**config.mk**
```make
export PLATFORM = sky130hd
export DESIGN_NAME = ccdCamTop
export DESIGN_NICKNAME = d
export VERILOG_FILES = /design/src/logic/ccdCamPkg.sv /design/src/logic/bayerToRgb.sv /design/src/logic/ccdCamTop.sv /design/src/logic/ccdCapture.sv /design/src/logic/frameArbiter.sv /design/src/logic/frameStore.sv /design/src/logic/hostPort.sv /design/src/logic/resetDelay.sv
export VERILOG_INCLUDE_DIRS = /design/src /design/src/logic
export SDC_FILE = /design/constraint.sdc
export NUM_CORES = 1
export LEC_CHECK = 0
export ABC_AREA = 1
export BUFFER_PORTS_ARGS = -buffer_cell sky130_fd_sc_hd__buf_2
export CORE_MARGIN = 2
export CORE_UTILIZATION = 47
export DETAILED_ROUTE_END_ITERATION = 12
export PLACE_DENSITY_LB_ADDON = 0.1
export SYNTH_ARGS = -nofsm -noshare
export SYNTH_HDL_FRONTEND = slang
export SYNTH_SLANG_ARGS = --single-unit
```
**constraint.sdc**
```tcl
create_clock -name CCD_PIXCLK -period 4.4 [get_ports CCD_PIXCLK]
set_input_delay 0.44 -clock CCD_PIXCLK [delete_from_list [all_inputs] [get_ports CCD_PIXCLK]]
set_output_delay 0.44 -clock CCD_PIXCLK [all_outputs]
set_load 0.02 [all_outputs]
```
**src/logic/ccdCam_defs.svh**
```systemverilog
`ifndef CCDCAM_DEFS_SVH
`define CCDCAM_DEFS_SVH

`default_nettype none

//====================================================================
// Sensor frame geometry
//====================================================================
`define FRAME_W 16	// Raw columns per line
`define FRAME_H 8	// Raw lines per frame
`define RAW_W 12	// Sensor sample width
`define CH_W 10	// Stored channel, upper raw bits
`define PIX_COUNT 32	// RGB pixels after 2x2 binning

//====================================================================
// Reset sequencing and host register map
//====================================================================
`define SENSOR_RST_CYCLES 16	// Sensor out of reset
`define READY_CYCLES 64	// Pipeline trusts sensor data
`define REG_STATUS 12'h100	// Frame counter, read only
`define REG_CTRL 12'h104	// Bit 0 is capture enable

`default_nettype wire

`endif

```
**src/logic/ccdCamPkg.sv**
```systemverilog
`include "ccdCam_defs.svh"

`default_nettype none

package ccdCamPkg;

	typedef logic [`RAW_W-1:0] rawSample_t;	// One sensor sample
	typedef logic [$clog2(`FRAME_W)-1:0] colIdx_t;	// Raw column
	typedef logic [$clog2(`FRAME_H)-1:0] rowIdx_t;	// Raw row
	typedef logic [$clog2(`PIX_COUNT)-1:0] pixAddr_t;	// RGB pixel index
	typedef logic [3*`CH_W-1:0] rgbWord_t;	// Red, green, blue from the top
	typedef logic [15:0] frameCnt_t;
	typedef logic [11:0] axiAddr_t;	// Byte address
	typedef logic [31:0] axiData_t;

	// Last owner of the frame store port
	typedef enum logic {GrantWriter, GrantHost} grant_e;

	typedef struct packed {
		rawSample_t data;
		logic lval;	// Line valid
		logic fval;	// Frame valid
	} ccdBus_s;

	typedef struct packed {
		rawSample_t sample;
		colIdx_t col;
		rowIdx_t row;
		logic valid;	// Only inside an accepted frame
	} rawBeat_s;

	typedef struct packed {
		logic en;
		logic we;
		pixAddr_t addr;
		rgbWord_t wdata;
	} memReq_s;

	typedef struct packed {
		logic awvalid;
		axiAddr_t awaddr;
		logic wvalid;
		axiData_t wdata;
		logic bready;
		logic arvalid;
		axiAddr_t araddr;
		logic rready;
	} axiReq_s;

	typedef struct packed {
		logic awready;
		logic wready;
		logic bvalid;
		logic [1:0] bresp;
		logic arready;
		logic rvalid;
		axiData_t rdata;
		logic [1:0] rresp;
	} axiRsp_s;

endpackage

`default_nettype wire

```
**src/logic/bayerToRgb.sv**
```systemverilog
`timescale 1ns/1ps
`include "ccdCam_defs.svh"
`default_nettype none

module bayerToRgb
	import ccdCamPkg::*;
(
	input wire logic CCD_PIXCLK,
	input wire logic rstN,
	input wire rawBeat_s rawIn,	// From capture, no stall
	output memReq_s wrReq	// Pixel write to the arbiter
);

	rawSample_t lineBuf [`FRAME_W];	// Even row: green, red, green, red
	rawSample_t prevSample;	// Blue left of the current green
	rawSample_t redS;
	rawSample_t greenA;	// Green of the even row
	logic [`RAW_W:0] greenSum;	// One spare bit for the carry
	logic cellDone;	// Bottom right of a 2x2 cell

	// Odd row, odd column closes a cell
	assign cellDone = rawIn.valid & rawIn.row[0] & rawIn.col[0];
	assign redS = lineBuf[rawIn.col];
	assign greenA = lineBuf[colIdx_t'(rawIn.col - 1'b1)];
	assign greenSum = {1'b0, greenA} + {1'b0, rawIn.sample};

	//====================================================================
	// Line buffer
	//====================================================================
	always_ff @(posedge CCD_PIXCLK)
	begin
		if (rawIn.valid && !rawIn.row[0])
			lineBuf[rawIn.col] <= rawIn.sample;	// Keep the upper row of the cell
		if (rawIn.valid)
			prevSample <= rawIn.sample;
	end

	//====================================================================
	// Binned pixel write
	//====================================================================
	always_ff @(posedge CCD_PIXCLK)
	begin
		if (!rstN)
		begin
			wrReq.en <= 1'b0;
			wrReq.we <= 1'b0;
		end
		else
		begin
			wrReq.en <= cellDone;	// At most every other cycle
			wrReq.we <= cellDone;
		end
		// Cell row times cells per line plus cell column
		wrReq.addr <= pixAddr_t'((rawIn.row >> 1) * (`FRAME_W / 2) + (rawIn.col >> 1));
		wrReq.wdata <= {
			redS[`RAW_W-1 -: `CH_W],	// Red, upper bits
			greenSum[`RAW_W -: `CH_W],	// Mean of both greens
			prevSample[`RAW_W-1 -: `CH_W]	// Blue
		};
	end

endmodule

`default_nettype wire

```
**src/logic/ccdCamTop.sv**
```systemverilog
`timescale 1ns/1ps
`default_nettype none

module ccdCamTop
	import ccdCamPkg::*;
(
	input wire logic CCD_PIXCLK,
	input wire logic rstN,
	input wire ccdBus_s ccdIn,	// Raw sensor bus
	input wire axiReq_s axiIn,	// Host bus
	output axiRsp_s axiOut,
	output logic sensorRstN	// To the sensor
);

	logic ready;
	logic captureEnable;
	rawBeat_s rawBeat;
	frameCnt_t frameCount;
	memReq_s wrReq;	// Writer side
	memReq_s hostReq;	// Host side
	memReq_s memReq;	// Granted access
	logic hostGrant;
	rgbWord_t memRdata;

	resetDelay u0 (
		.CCD_PIXCLK(CCD_PIXCLK),
		.rstN(rstN),
		.sensorRstN(sensorRstN),
		.ready(ready)
	);

	ccdCapture u1 (
		.CCD_PIXCLK(CCD_PIXCLK),
		.rstN(rstN),
		.ccdIn(ccdIn),
		.ready(ready),
		.captureEnable(captureEnable),
		.rawOut(rawBeat),
		.frameCount(frameCount)
	);

	bayerToRgb u2 (
		.CCD_PIXCLK(CCD_PIXCLK),
		.rstN(rstN),
		.rawIn(rawBeat),
		.wrReq(wrReq)
	);

	frameArbiter u3 (
		.CCD_PIXCLK(CCD_PIXCLK),
		.rstN(rstN),
		.wrReq(wrReq),
		.hostReq(hostReq),
		.hostGrant(hostGrant),
		.memReq(memReq)
	);

	frameStore u4 (
		.CCD_PIXCLK(CCD_PIXCLK),
		.memReq(memReq),
		.rdata(memRdata)
	);

	hostPort u5 (
		.CCD_PIXCLK(CCD_PIXCLK),
		.rstN(rstN),
		.axiIn(axiIn),
		.axiOut(axiOut),
		.frameCount(frameCount),
		.memReq(hostReq),
		.hostGrant(hostGrant),
		.memRdata(memRdata),
		.captureEnable(captureEnable)
	);

endmodule

`default_nettype wire

```
**src/logic/ccdCapture.sv**
```systemverilog
`timescale 1ns/1ps
`default_nettype none

module ccdCapture
	import ccdCamPkg::*;
(
	input wire logic CCD_PIXCLK,
	input wire logic rstN,
	input wire ccdBus_s ccdIn,	// Raw sensor bus
	input wire logic ready,	// From reset sequencer
	input wire logic captureEnable,	// Host control bit
	output rawBeat_s rawOut,	// One beat per cycle
	output frameCnt_t frameCount	// Stored frames
);

	ccdBus_s ccdReg;	// Sensor bus, registered once
	logic fvalD;
	logic lvalD;
	logic frameGate;	// Current frame is stored
	colIdx_t colCnt;
	rowIdx_t rowCnt;
	logic fvalRise;
	logic fvalFall;
	logic lvalFall;
	logic beatGate;
	colIdx_t beatCol;
	rowIdx_t beatRow;

	//====================================================================
	// Input register and edge detect
	//====================================================================
	always_ff @(posedge CCD_PIXCLK)
	begin
		if (!rstN)
		begin
			ccdReg <= '0;
			fvalD <= 1'b0;
			lvalD <= 1'b0;
		end
		else
		begin
			ccdReg <= ccdIn;
			fvalD <= ccdReg.fval;
			lvalD <= ccdReg.lval;
		end
	end

	assign fvalRise = ccdReg.fval & ~fvalD;
	assign fvalFall = ~ccdReg.fval & fvalD;
	assign lvalFall = ~ccdReg.lval & lvalD;
	assign beatCol = fvalRise ? '0 : colCnt;	// New frame starts at origin
	assign beatRow = fvalRise ? '0 : rowCnt;
	assign beatGate = fvalRise ? (ready & captureEnable) : frameGate;	// Decided at frame start

	//====================================================================
	// Position counters and frame gate
	//====================================================================
	always_ff @(posedge CCD_PIXCLK)
	begin
		if (!rstN)
		begin
			colCnt <= '0;
			rowCnt <= '0;
			frameGate <= 1'b0;
			frameCount <= '0;
		end
		else
		begin
			colCnt <= ccdReg.lval ? colIdx_t'(beatCol + 1'b1) : '0;	// Cleared between lines
			rowCnt <= lvalFall ? rowIdx_t'(beatRow + 1'b1) : beatRow;	// Next line at lval fall
			if (fvalRise)
				frameGate <= beatGate;
			if (fvalFall && frameGate)
				frameCount <= frameCount + 1'b1;	// Accepted frame complete
		end
	end

	always_comb
	begin
		rawOut.sample = ccdReg.data;
		rawOut.col = beatCol;
		rawOut.row = beatRow;
		rawOut.valid = ccdReg.fval & ccdReg.lval & beatGate;
	end

endmodule

`default_nettype wire

```
**src/logic/frameArbiter.sv**
```systemverilog
`timescale 1ns/1ps
`default_nettype none

module frameArbiter
	import ccdCamPkg::*;
(
	input wire logic CCD_PIXCLK,
	input wire logic rstN,
	input wire memReq_s wrReq,	// Pixel writer, always served
	input wire memReq_s hostReq,	// Host read, held until granted
	output logic hostGrant,
	output memReq_s memReq	// To frame store
);

	grant_e lastOwner;	// Port owner in the previous cycle

	// Writer first, host never twice in a row
	assign hostGrant = hostReq.en & ~wrReq.en & (lastOwner != GrantHost);

	always_comb
	begin
		if (wrReq.en)
			memReq = wrReq;
		else if (hostGrant)
			memReq = hostReq;
		else
			memReq = '0;	// Port idle
	end

	always_ff @(posedge CCD_PIXCLK)
	begin
		if (!rstN)
			lastOwner <= GrantWriter;
		else
			lastOwner <= hostGrant ? GrantHost : GrantWriter;	// Idle counts as writer
	end

endmodule

`default_nettype wire

```
**src/logic/frameStore.sv**
```systemverilog
`timescale 1ns/1ps
`include "ccdCam_defs.svh"
`default_nettype none

module frameStore
	import ccdCamPkg::*;
(
	input wire logic CCD_PIXCLK,
	input wire memReq_s memReq,	// Single shared port
	output rgbWord_t rdata	// Valid one cycle after the access
);

	rgbWord_t mem [`PIX_COUNT];	// One RGB word per binned pixel

	always_ff @(posedge CCD_PIXCLK)
	begin
		if (memReq.en)
		begin
			if (memReq.we)
				mem[memReq.addr] <= memReq.wdata;
			rdata <= mem[memReq.addr];	// Old contents on a write
		end
	end

endmodule

`default_nettype wire

```
**src/logic/hostPort.sv**
```systemverilog
`timescale 1ns/1ps
`include "ccdCam_defs.svh"
`default_nettype none

module hostPort
	import ccdCamPkg::*;
(
	input wire logic CCD_PIXCLK,
	input wire logic rstN,
	input wire axiReq_s axiIn,	// AXI4-Lite master side
	output axiRsp_s axiOut,
	input wire frameCnt_t frameCount,
	output memReq_s memReq,	// Read request to the arbiter
	input wire logic hostGrant,
	input wire rgbWord_t memRdata,
	output logic captureEnable	// REG_CTRL bit 0
);

	typedef enum logic [2:0] {Idle, MemWait, MemData, ReadResp, WriteResp} hostState_e;

	hostState_e state;
	axiRsp_s rsp;
	axiAddr_t addrReg;	// Address of the transaction in flight
	logic ctrlBit;	// Write data bit 0
	logic addrPix;
	logic addrMapped;

	function automatic logic isPixel(axiAddr_t a);
		return a < axiAddr_t'(`PIX_COUNT * 4);
	endfunction

	assign axiOut = rsp;
	assign addrPix = isPixel(addrReg);
	assign addrMapped = addrPix | (addrReg == `REG_STATUS) | (addrReg == `REG_CTRL);

	always_ff @(posedge CCD_PIXCLK)
	begin
		if (state == Idle)
		begin
			addrReg <= axiIn.arvalid ? axiIn.araddr : axiIn.awaddr;	// Read wins
			ctrlBit <= axiIn.wdata[0];
		end
	end

	//====================================================================
	// Transaction FSM, one in flight
	//====================================================================
	always_ff @(posedge CCD_PIXCLK)
	begin
		if (!rstN)
		begin
			state <= Idle;
			rsp <= '0;
			memReq <= '0;
			captureEnable <= 1'b1;
		end
		else
		begin
			case (state)
				Idle:
				begin
					if (axiIn.arvalid)
					begin
						rsp.arready <= 1'b1;	// One cycle pulse
						memReq.en <= isPixel(axiIn.araddr);	// Only pixels touch memory
						memReq.addr <= axiIn.araddr[2 +: $bits(pixAddr_t)];	// Word index
						state <= MemWait;
					end
					else if (axiIn.awvalid && axiIn.wvalid)
					begin
						rsp.awready <= 1'b1;	// Address and data together
						rsp.wready <= 1'b1;
						state <= WriteResp;
					end
				end
				MemWait:
				begin
					rsp.arready <= 1'b0;
					if (!memReq.en || hostGrant)
					begin
						memReq.en <= 1'b0;	// Drop request once granted
						state <= MemData;
					end
				end
				MemData:
				begin
					rsp.rvalid <= 1'b1;
					rsp.rresp <= addrMapped ? 2'b00 : 2'b10;	// OKAY or SLVERR
					if (addrPix)
						rsp.rdata <= axiData_t'(memRdata);	// Zero extended pixel
					else if (addrReg == `REG_STATUS)
						rsp.rdata <= axiData_t'(frameCount);
					else if (addrReg == `REG_CTRL)
						rsp.rdata <= axiData_t'(captureEnable);
					else
						rsp.rdata <= '0;
					state <= ReadResp;
				end
				ReadResp:
				begin
					if (axiIn.rready)
					begin
						rsp.rvalid <= 1'b0;	// Held stable until here
						state <= Idle;
					end
				end
				WriteResp:
				begin
					if (rsp.awready)
					begin
						rsp.awready <= 1'b0;
						rsp.wready <= 1'b0;
						rsp.bvalid <= 1'b1;
						rsp.bresp <= addrMapped ? 2'b00 : 2'b10;
						if (addrReg == `REG_CTRL)
							captureEnable <= ctrlBit;
					end
					else if (axiIn.bready)
					begin
						rsp.bvalid <= 1'b0;
						state <= Idle;
					end
				end
				default:
					state <= Idle;
			endcase
		end
	end

endmodule

`default_nettype wire

```
**src/logic/resetDelay.sv**
```systemverilog
`timescale 1ns/1ps
`include "ccdCam_defs.svh"
`default_nettype none

module resetDelay
(
	input wire logic CCD_PIXCLK,
	input wire logic rstN,	// Board reset
	output logic sensorRstN,	// Sensor reset line, released first
	output logic ready	// Frames may be accepted
);

	logic [$clog2(`READY_CYCLES+1)-1:0] dlyCnt;	// Cycles since release, saturating

	always_ff @(posedge CCD_PIXCLK)
	begin
		if (!rstN)
		begin
			dlyCnt <= '0;
			sensorRstN <= 1'b0;	// Sensor held in reset
			ready <= 1'b0;
		end
		else
		begin
			if (dlyCnt != `READY_CYCLES)
				dlyCnt <= dlyCnt + 1'b1;	// Stops at the last threshold
			// Sensor wakes first, pipeline trusts it later
			sensorRstN <= (dlyCnt >= `SENSOR_RST_CYCLES);
			ready <= (dlyCnt >= `READY_CYCLES);
		end
	end

endmodule

`default_nettype wire

```
== After elaboration in Yosys (flattened, before gate mapping) ==
Memory sizes are Yosys's and may differ from the RTL's. A register that Yosys moved wholly into a read port is not among the register bits.
Cells that the tools add are included.
W data, S select, Z words.

* Reductions and logical operators: 22
* Eq/ne operators: 16
* $lt $le $gt $ge: 4
* Add/sub/neg operators: 7
* Muxes and demuxes: 37
* Bitwise logic cells: 17

{| class="wikitable"
|+ Operators by type and width
! kind !! number
|-
| $mux W37 || 2
|-
| $mux W32 || 2
|-
| $eq A12 B9 Y1 const B || 2
|-
| $lt A12 B8 Y1 const B || 2
|-
| $mux W3 || 8
|-
| $add A16 B1 Y16 const B || 1
|-
| $mux W1 || 15
|-
| $pmux W3 S5 || 1
|-
| $add A12 B12 Y13 || 1
|-
| $mux W12 || 1
|-
| $ne A2 B2 Y1 const B || 6
|-
| $reduce_and A2 Y1 || 6
|-
| $and A1 B1 Y1 || 10
|-
| $reduce_and A3 Y1 || 3
|-
| $reduce_bool A2 Y1 || 4
|-
| $add A7 B1 Y7 const B || 1
|-
| $ge A7 B5 Y1 const B || 1
|-
| $ge A7 B7 Y1 const B || 1
|-
| $ne A7 B7 Y1 const B || 1
|-
| $eq A3 B2 Y1 const B || 2
|-
| $mux W2 || 3
|-
| $pmux W1 S2 || 3
|-
| $add A5 B3 Y5 || 1
|-
| $not A1 Y1 || 5
|-
| other kinds (16) || 21
|}

* Register bits: 162
* Input bits: 77
* Memories kept: 2
* Output and inout port bits: 42
* RAM bits: 1152
* Word-level logic and storage cells: 136

{| class="wikitable"
|+ Memories
! memory !! words !! bits a word !! rd ports !! clocked after Yosys merged registers in !! wr ports !! RTL line !! text
|-
| u4.mem || 32 || 30 || 1 || 1 || 1 || frameStore.sv:13 || <nowiki>rgbWord_t mem [`PIX_COUNT];</nowiki>
|-
| u2.lineBuf || 16 || 12 || 2 || 1 || 1 || bayerToRgb.sv:14 || <nowiki>rawSample_t lineBuf [`FRAME_W];</nowiki>
|}

== Longest topological paths before layout ==
* Word-level depth: 8
* Gate-level depth with buffers: 21
* Depth with buffers taken out: 20

== By module ==
From an unflattened synthesis, not the netlist that was laid out.

* Cell total of the unflattened synthesis: 5685
* Area, all modules: 57104.8 um2

{| class="wikitable"
|+ By module, submodules not included
! module !! cells each !! sequential area each (um2) !! times used !! area each (um2)
|-
| frameStore || 3843 || 29728.5 || 1 || 40769.1
|-
| bayerToRgb || 1049 || 6786.5 || 1 || 10696.5
|-
| hostPort || 362 || 1331.3 || 1 || 2811.4
|-
| ccdCapture || 248 || 800.8 || 1 || 1761.7
|-
| frameArbiter || 130 || 20.0 || 1 || 668.1
|-
| resetDelay || 53 || 180.2 || 1 || 397.9
|}

== Least setup slack after synthesis ==
No wires, ideal clock.

* Kind: register to register
* Start point: register, netlist name u2.wrReq[36]
* End point: memory u4.mem[17][0] in the netlist's numbering, enable pin
* Data required time: 3.983 ns
* Setup time: 0.417 ns
* Arrival time: 2.921 ns
* Slack: 1.061 ns
* Cell stages (with the launch flop): 11
* Path buffers: 3
* Path through: dfxtp_1 -> inv_2 -> nand3b_4 -> o21ai_2 -> inv_2 -> nor2_4 -> buf_2 -> buf_2 -> buf_2 -> nand2_1 -> nor2_1

* Word-level cells in the longest chain between the ends: 7
* Elaborated cells between the ends (all ways): 8
* Those cells by class: mux (5); bitwise (3)

{| class="wikitable"
|+ Ends and longest elaborated chain
! item !! RTL line !! text
|-
| $not A1 Y1 || frameArbiter.sv:18 || <nowiki>assign hostGrant = hostReq.en & ~wrReq.en & (lastOwner != GrantHost);</nowiki>
|-
| $and A1 B1 Y1 (2 in series) || frameArbiter.sv:18 ||
|-
| $mux W37 || frameArbiter.sv:24 || <nowiki>else if (hostGrant)</nowiki>
|-
| $mux W37 (*) || frameArbiter.sv:22 || <nowiki>if (wrReq.en)</nowiki>
|-
| $mux W1 || frameStore.sv:17 || <nowiki>if (memReq.en)</nowiki>
|-
| $mux W1 (implied by the code) || frameStore.sv:20 || <nowiki>mem[memReq.addr] <= memReq.wdata;</nowiki>
|-
| end, declared || frameStore.sv:13 ||
|}

Mark *: on every way between the ends. The rest lies on a longest branch, timed or not.

== Worst setup path after layout ==
* Start point: register u1.fvalD
* End point: register, netlist name u2.wrReq[18]

* Word-level cells in the longest chain between the ends: 6

{| class="wikitable"
|+ Ends and longest elaborated chain
! item !! RTL line !! text
|-
| start, declared || ccdCapture.sv:17 || <nowiki>logic fvalD;</nowiki>
|-
| start signal, assigned || ccdCapture.sv:43 || <nowiki>fvalD <= ccdReg.fval;</nowiki>
|-
| $not A1 Y1 || ccdCapture.sv:48 || <nowiki>assign fvalRise = ccdReg.fval & ~fvalD;</nowiki>
|-
| $and A1 B1 Y1 || ccdCapture.sv:48 ||
|-
| $mux W4 || ccdCapture.sv:51 || <nowiki>assign beatCol = fvalRise ? '0 : colCnt;</nowiki>
|-
| $sub A4 B1 Y4 || bayerToRgb.sv:24 || <nowiki>assign greenA = lineBuf[colIdx_t'(rawIn.col - 1'b1)];</nowiki>
|-
| $mem_v2 Z16 W12 || n/a ||
|-
| $add A12 B12 Y13 || bayerToRgb.sv:25 || <nowiki>assign greenSum = {1'b0, greenA} + {1'b0, rawIn.sample};</nowiki>
|-
| named net u2.greenSum[11] || bayerToRgb.sv:18 || <nowiki>logic [`RAW_W:0] greenSum;</nowiki>
|}

The timed path passes the listed nets, and every way through them passes these cells.
A chain may end at the register's enable or synchronous reset.

==> flow_summary.yaml <==
floorplanning:
  die_h_um: 333
  coreArea_um2: 107000
  io_pins: 119
  fp.dieW_um: 333
  num_rows: 120
  initial_core_util: 0.475
  die-area_um2: 111000
place:
  portBuffers: 83
  gp_congestion: 0.884
  placed_cells: 4972
  dp.final_hpwl_um: 86600
pwr:
  vdd_drop_max_mv: 0.342
  leakage_nw: 18.3
  powerDensity_nw_per_um2: 465
timing:
  clock.fmax_ghz: 0.267
  finalCriticalPeriod_ns: 3.75
  setup_tns_ns: 0
  slew_headroom: 0.216
  skew_ns: 0.0268
  fin_crit_sh: 0.852
  finalSetupViolCount: 0
  finalHoldViolations: 0
  slew_viol_final: 0
  worstMarginPinSlew_ns: 1.17
  grt_setup_unrepaired: "false"
route:
  wirelength_um: 146000
  via_per_inst: 6.09
  ant_nets: 0
  drc_errors: 0
  vias: 32111
  wl_per_cell_um: 27.7
  first_pass_iters: 8
  drt_iter0_drc: 3908
global_route:
  first_global_vias: 31192
  met1_usage: 0.355
  grt_start_max_net_pins: 103
  antenna_found_initial: 2
  grt_first_pass_wirelength_um: 211000
  grt_util_met2: 0.423
  grt_busiest_layer: "met2"
  overflow: 0
  globalRouteMet3Util: 0.0383
  grt_usage: 0.259
synthesis:
  async_reset_ff_frac: 0
  syn_area_um2: 51000
  synth_edf_count: 1205
  syn_inst: 3547
  synth_seq_cells: 1338
  synth_ff_type: "edfxtp_1"
  avgSynthCellArea_um2: 14.4
  yosysTopAreaCell: "edfxtp_1"
  netlist-cell-type-count: 57
  synth_area_leaders: "edfxtp_1 71%, a22oi_1 7.5%, dfxtp_1 5.2%"
  yosys.area.top_type_share: 0.710
  ys_warn_count: 0
  seq_area_frac_synth: 0.762
finish:
  fillers: 8592
  diodes: 0
  area_delta_synth_final_pct: 15.1
  ff_latch_area_um2: 38800
  final_cell_count_no_fill: 5269
  drive_above_1_share: 0.136
  multiInputGateArea_um2: 10700
  nets: 3849
cts:
  clock_tree.root_cell: "clkbuf_16"
  cts_tree: "built"
  ctsResizeCount: 0
  cts_buffers: 140
  path_clk_slew_ns: 0.06
  h-tree-depth: 4
  cts_setup_buffers: 0
  hold_buffers: 46
  clockBufferDepth: 3
  insertion_delay_ns: 0.76
  clkSinkCount: 1338
critical_path:
  critical_path_cell_count: 17
  timing.critical_path.to: "u2.wrReq[18]$_DFF_P_"
  end_kind: "register"
  path_buf_inv: 4
  cp_max_fo: 22
  reg2reg_from: "u1.fvalD$_SDFF_PN0_"
  reg2reg_depth: 17
  r2r-end: "u2.wrReq[18]$_DFF_P_"
  worst_setup_path_start_kind: "register"
  critPathKind: "reg2reg"
  r2r_slack_ns: 0.65
  required_ns: 5.02
  slowest_stage: "o31ai_1"
  crit_top_cell: "nand2_1"
  worstPathArrival_ns: 4.37
  critical-path-top-delay-family: "compound AO/OA/AOI/OAI gates"
  slowest_delay_ns: 0.51
  path_cells: "inv_2, nand2_2, o21ai_2, buf_4, nand2_1, nand2_1, inv_2, nor3_1, o31ai_1, inv_1, ha_1, a21oi_1, o21ai_0, a221oi_1, nand2_1, nand2_1, nand2_1"
  critPathLaunch: "u1.fvalD$_SDFF_PN0_"
run_status:
  outcome: "finished, final reports clean"
flow_run:
  drv_cap: 0
worst_hold_path:
  worstHoldPathType: "in2reg"
## worst min path at each step
stage | endpoint | startpoint | cells after the start | slack (ns)
finish | u5.state[1]$_SDFFE_PN0P_ | axiIn[0] | 4 | 0.07
global route | u5.state[1]$_SDFFE_PN0P_ | axiIn[0] | 4 | 0.05
CTS | u5.state[1]$_SDFFE_PN0P_ | axiIn[0] | 4 | 0.006
detailed placement | u2.wrReq[0]$_DFF_P_ | u2.prevSample[2]$_DFFE_PP_ | 0 | 0.33
global placement | u2.wrReq[7]$_DFF_P_ | u2.prevSample[9]$_DFFE_PP_ | 0 | 0.33
floorplan | u2.wrReq[0]$_DFF_P_ | u2.prevSample[2]$_DFFE_PP_ | 0 | 0.32
## metal layers
| metal | vias to the layer above | share of wire |
|---|---|---|
| met4 | 2 | 0.032 |
| met5 | - | 0.000089 |
| met3 | 255 | 0.068 |
| li1 | 14057 | - |
| met2 | 1394 | 0.49 |
| met1 | 16403 | 0.41 |
## synthesized netlist by cell type (4+ instances only)
master and instances:
edfxtp_1 1205, a22oi_1 508, nand2_1 330, a21oi_1 328
inv_1 182, nor2_1 139, dfxtp_1 133, o21ai_0 90
clkbuf_1 87, buf_2 85, nor3_1 82, o22ai_1 58
nand3_1 46, a221oi_1 28, or2_0 26, buf_1 23
inv_2 21, or2_2 16, ha_1 15, nand4_1 15
or2_1 12, o221ai_1 9, o211ai_1 8, o31ai_1 8
a31oi_1 7, buf_4 7, nor4_1 7, o2111ai_1 7
o311ai_0 7, xor2_1 7, a211oi_1 4, clkinv_1 4
## tightest hold or removal path: stages
cell     delay (ns)
buf_2          0.10
inv_1          0.05
nand3_1        0.10
a21oi_1        0.07
## state kept, by name, indices dropped and copies added (netlist names), 2 cells and up
register       count
u0.dlyCnt          7
u1.ccdReg          2
u1.colCnt          4
u1.frameCount     16
u1.rawOut         12
u1.rowCnt          3
u2.lineBuf       192
u2.prevSample     10
u2.wrReq          36
u4.mem           960
u4.rdata          30
u5.addrReg        12
u5.axiOut         37
u5.memReq          6
u5.state           3
## cell usage in the layout (no fill, tap or decap), types with 12 or more instances in the layout
| master | instances |
|---|---|
| nor2_4 | 36 |
| buf_12 | 22 |
| nor2_1 | 106 |
| inv_2 | 20 |
| clkinv_2 | 29 |
| or2_2 | 16 |
| dlygate4sd3_1 | 46 |
| clkbuf_1 | 21 |
| buf_2 | 83 |
| or2_1 | 12 |
| inv_1 | 182 |
| clkinv_1 | 30 |
| a22oi_1 | 508 |
| clkbuf_16 | 146 |
| o21ai_0 | 90 |
| dfxtp_1 | 132 |
| or2_0 | 26 |
| o22ai_1 | 58 |
| a221oi_1 | 28 |
| nor3_1 | 78 |
| ha_1 | 15 |
| buf_4 | 118 |
| nand2_1 | 329 |
| clkinvlp_4 | 12 |
| nand3_1 | 44 |
| nand4_1 | 15 |
| edfxtp_1 | 1205 |
| a21oi_1 | 328 |
## logic make-up (layout without fill, tap and decap cells)
| family | after synthesis | count (layout) | synth area share |
|---|---|---|---|
| buffers and inverters | 411 | 727 | 0.0332 |
| AOI/OAI and AO/OA | 1086 | 1086 | 0.140 |
| other | 1 | 4 | 0.0000736 |
| and+or+nand+nor | 686 | 686 | 0.0590 |
| adders and majority gates | 15 | 15 | 0.00368 |
| DFF | 1338 | 1338 | 0.762 |
| muxes | 1 | 1 | 0.000196 |
| xor gates and xnor gates | 9 | 9 | 0.00155 |
## stage by stage
step	setup WS (ns)	instance area (µm²)	util	hold WS, ns	total power, mW
detailed placement	0.776	53900	0.502	0.328	16.3
finish	0.653	58600	0.546	0.0694	27.3
CTS	0.766	58600	0.546	0.00634	27.5
floorplan	1.06	51000	-	0.323	15.5
global route	0.487	58600	0.546	0.0547	28.1
global placement	0.786	53900	0.502	0.327	16.3
## power by group
part,switching (mW),internal (mW),total [mW]
clock network,4.81,6.35,11.2
registers,0.181,13.9,14.1
logic,1.33,0.655,1.98
total,6.32,21.0,27.3
## cell type report
cell class | instances | share of cell area
clock buffers | 171 | 0.0646
clock inverters | 80 | 0.00911
inverters | 207 | 0.0135
multi-input cells | 1801 | 0.183
flip-flops and latches | 1338 | 0.662
well taps | 1403 | 0.0299
repair buffers | 269 | 0.0376
(Power assumes the default switching activity.)
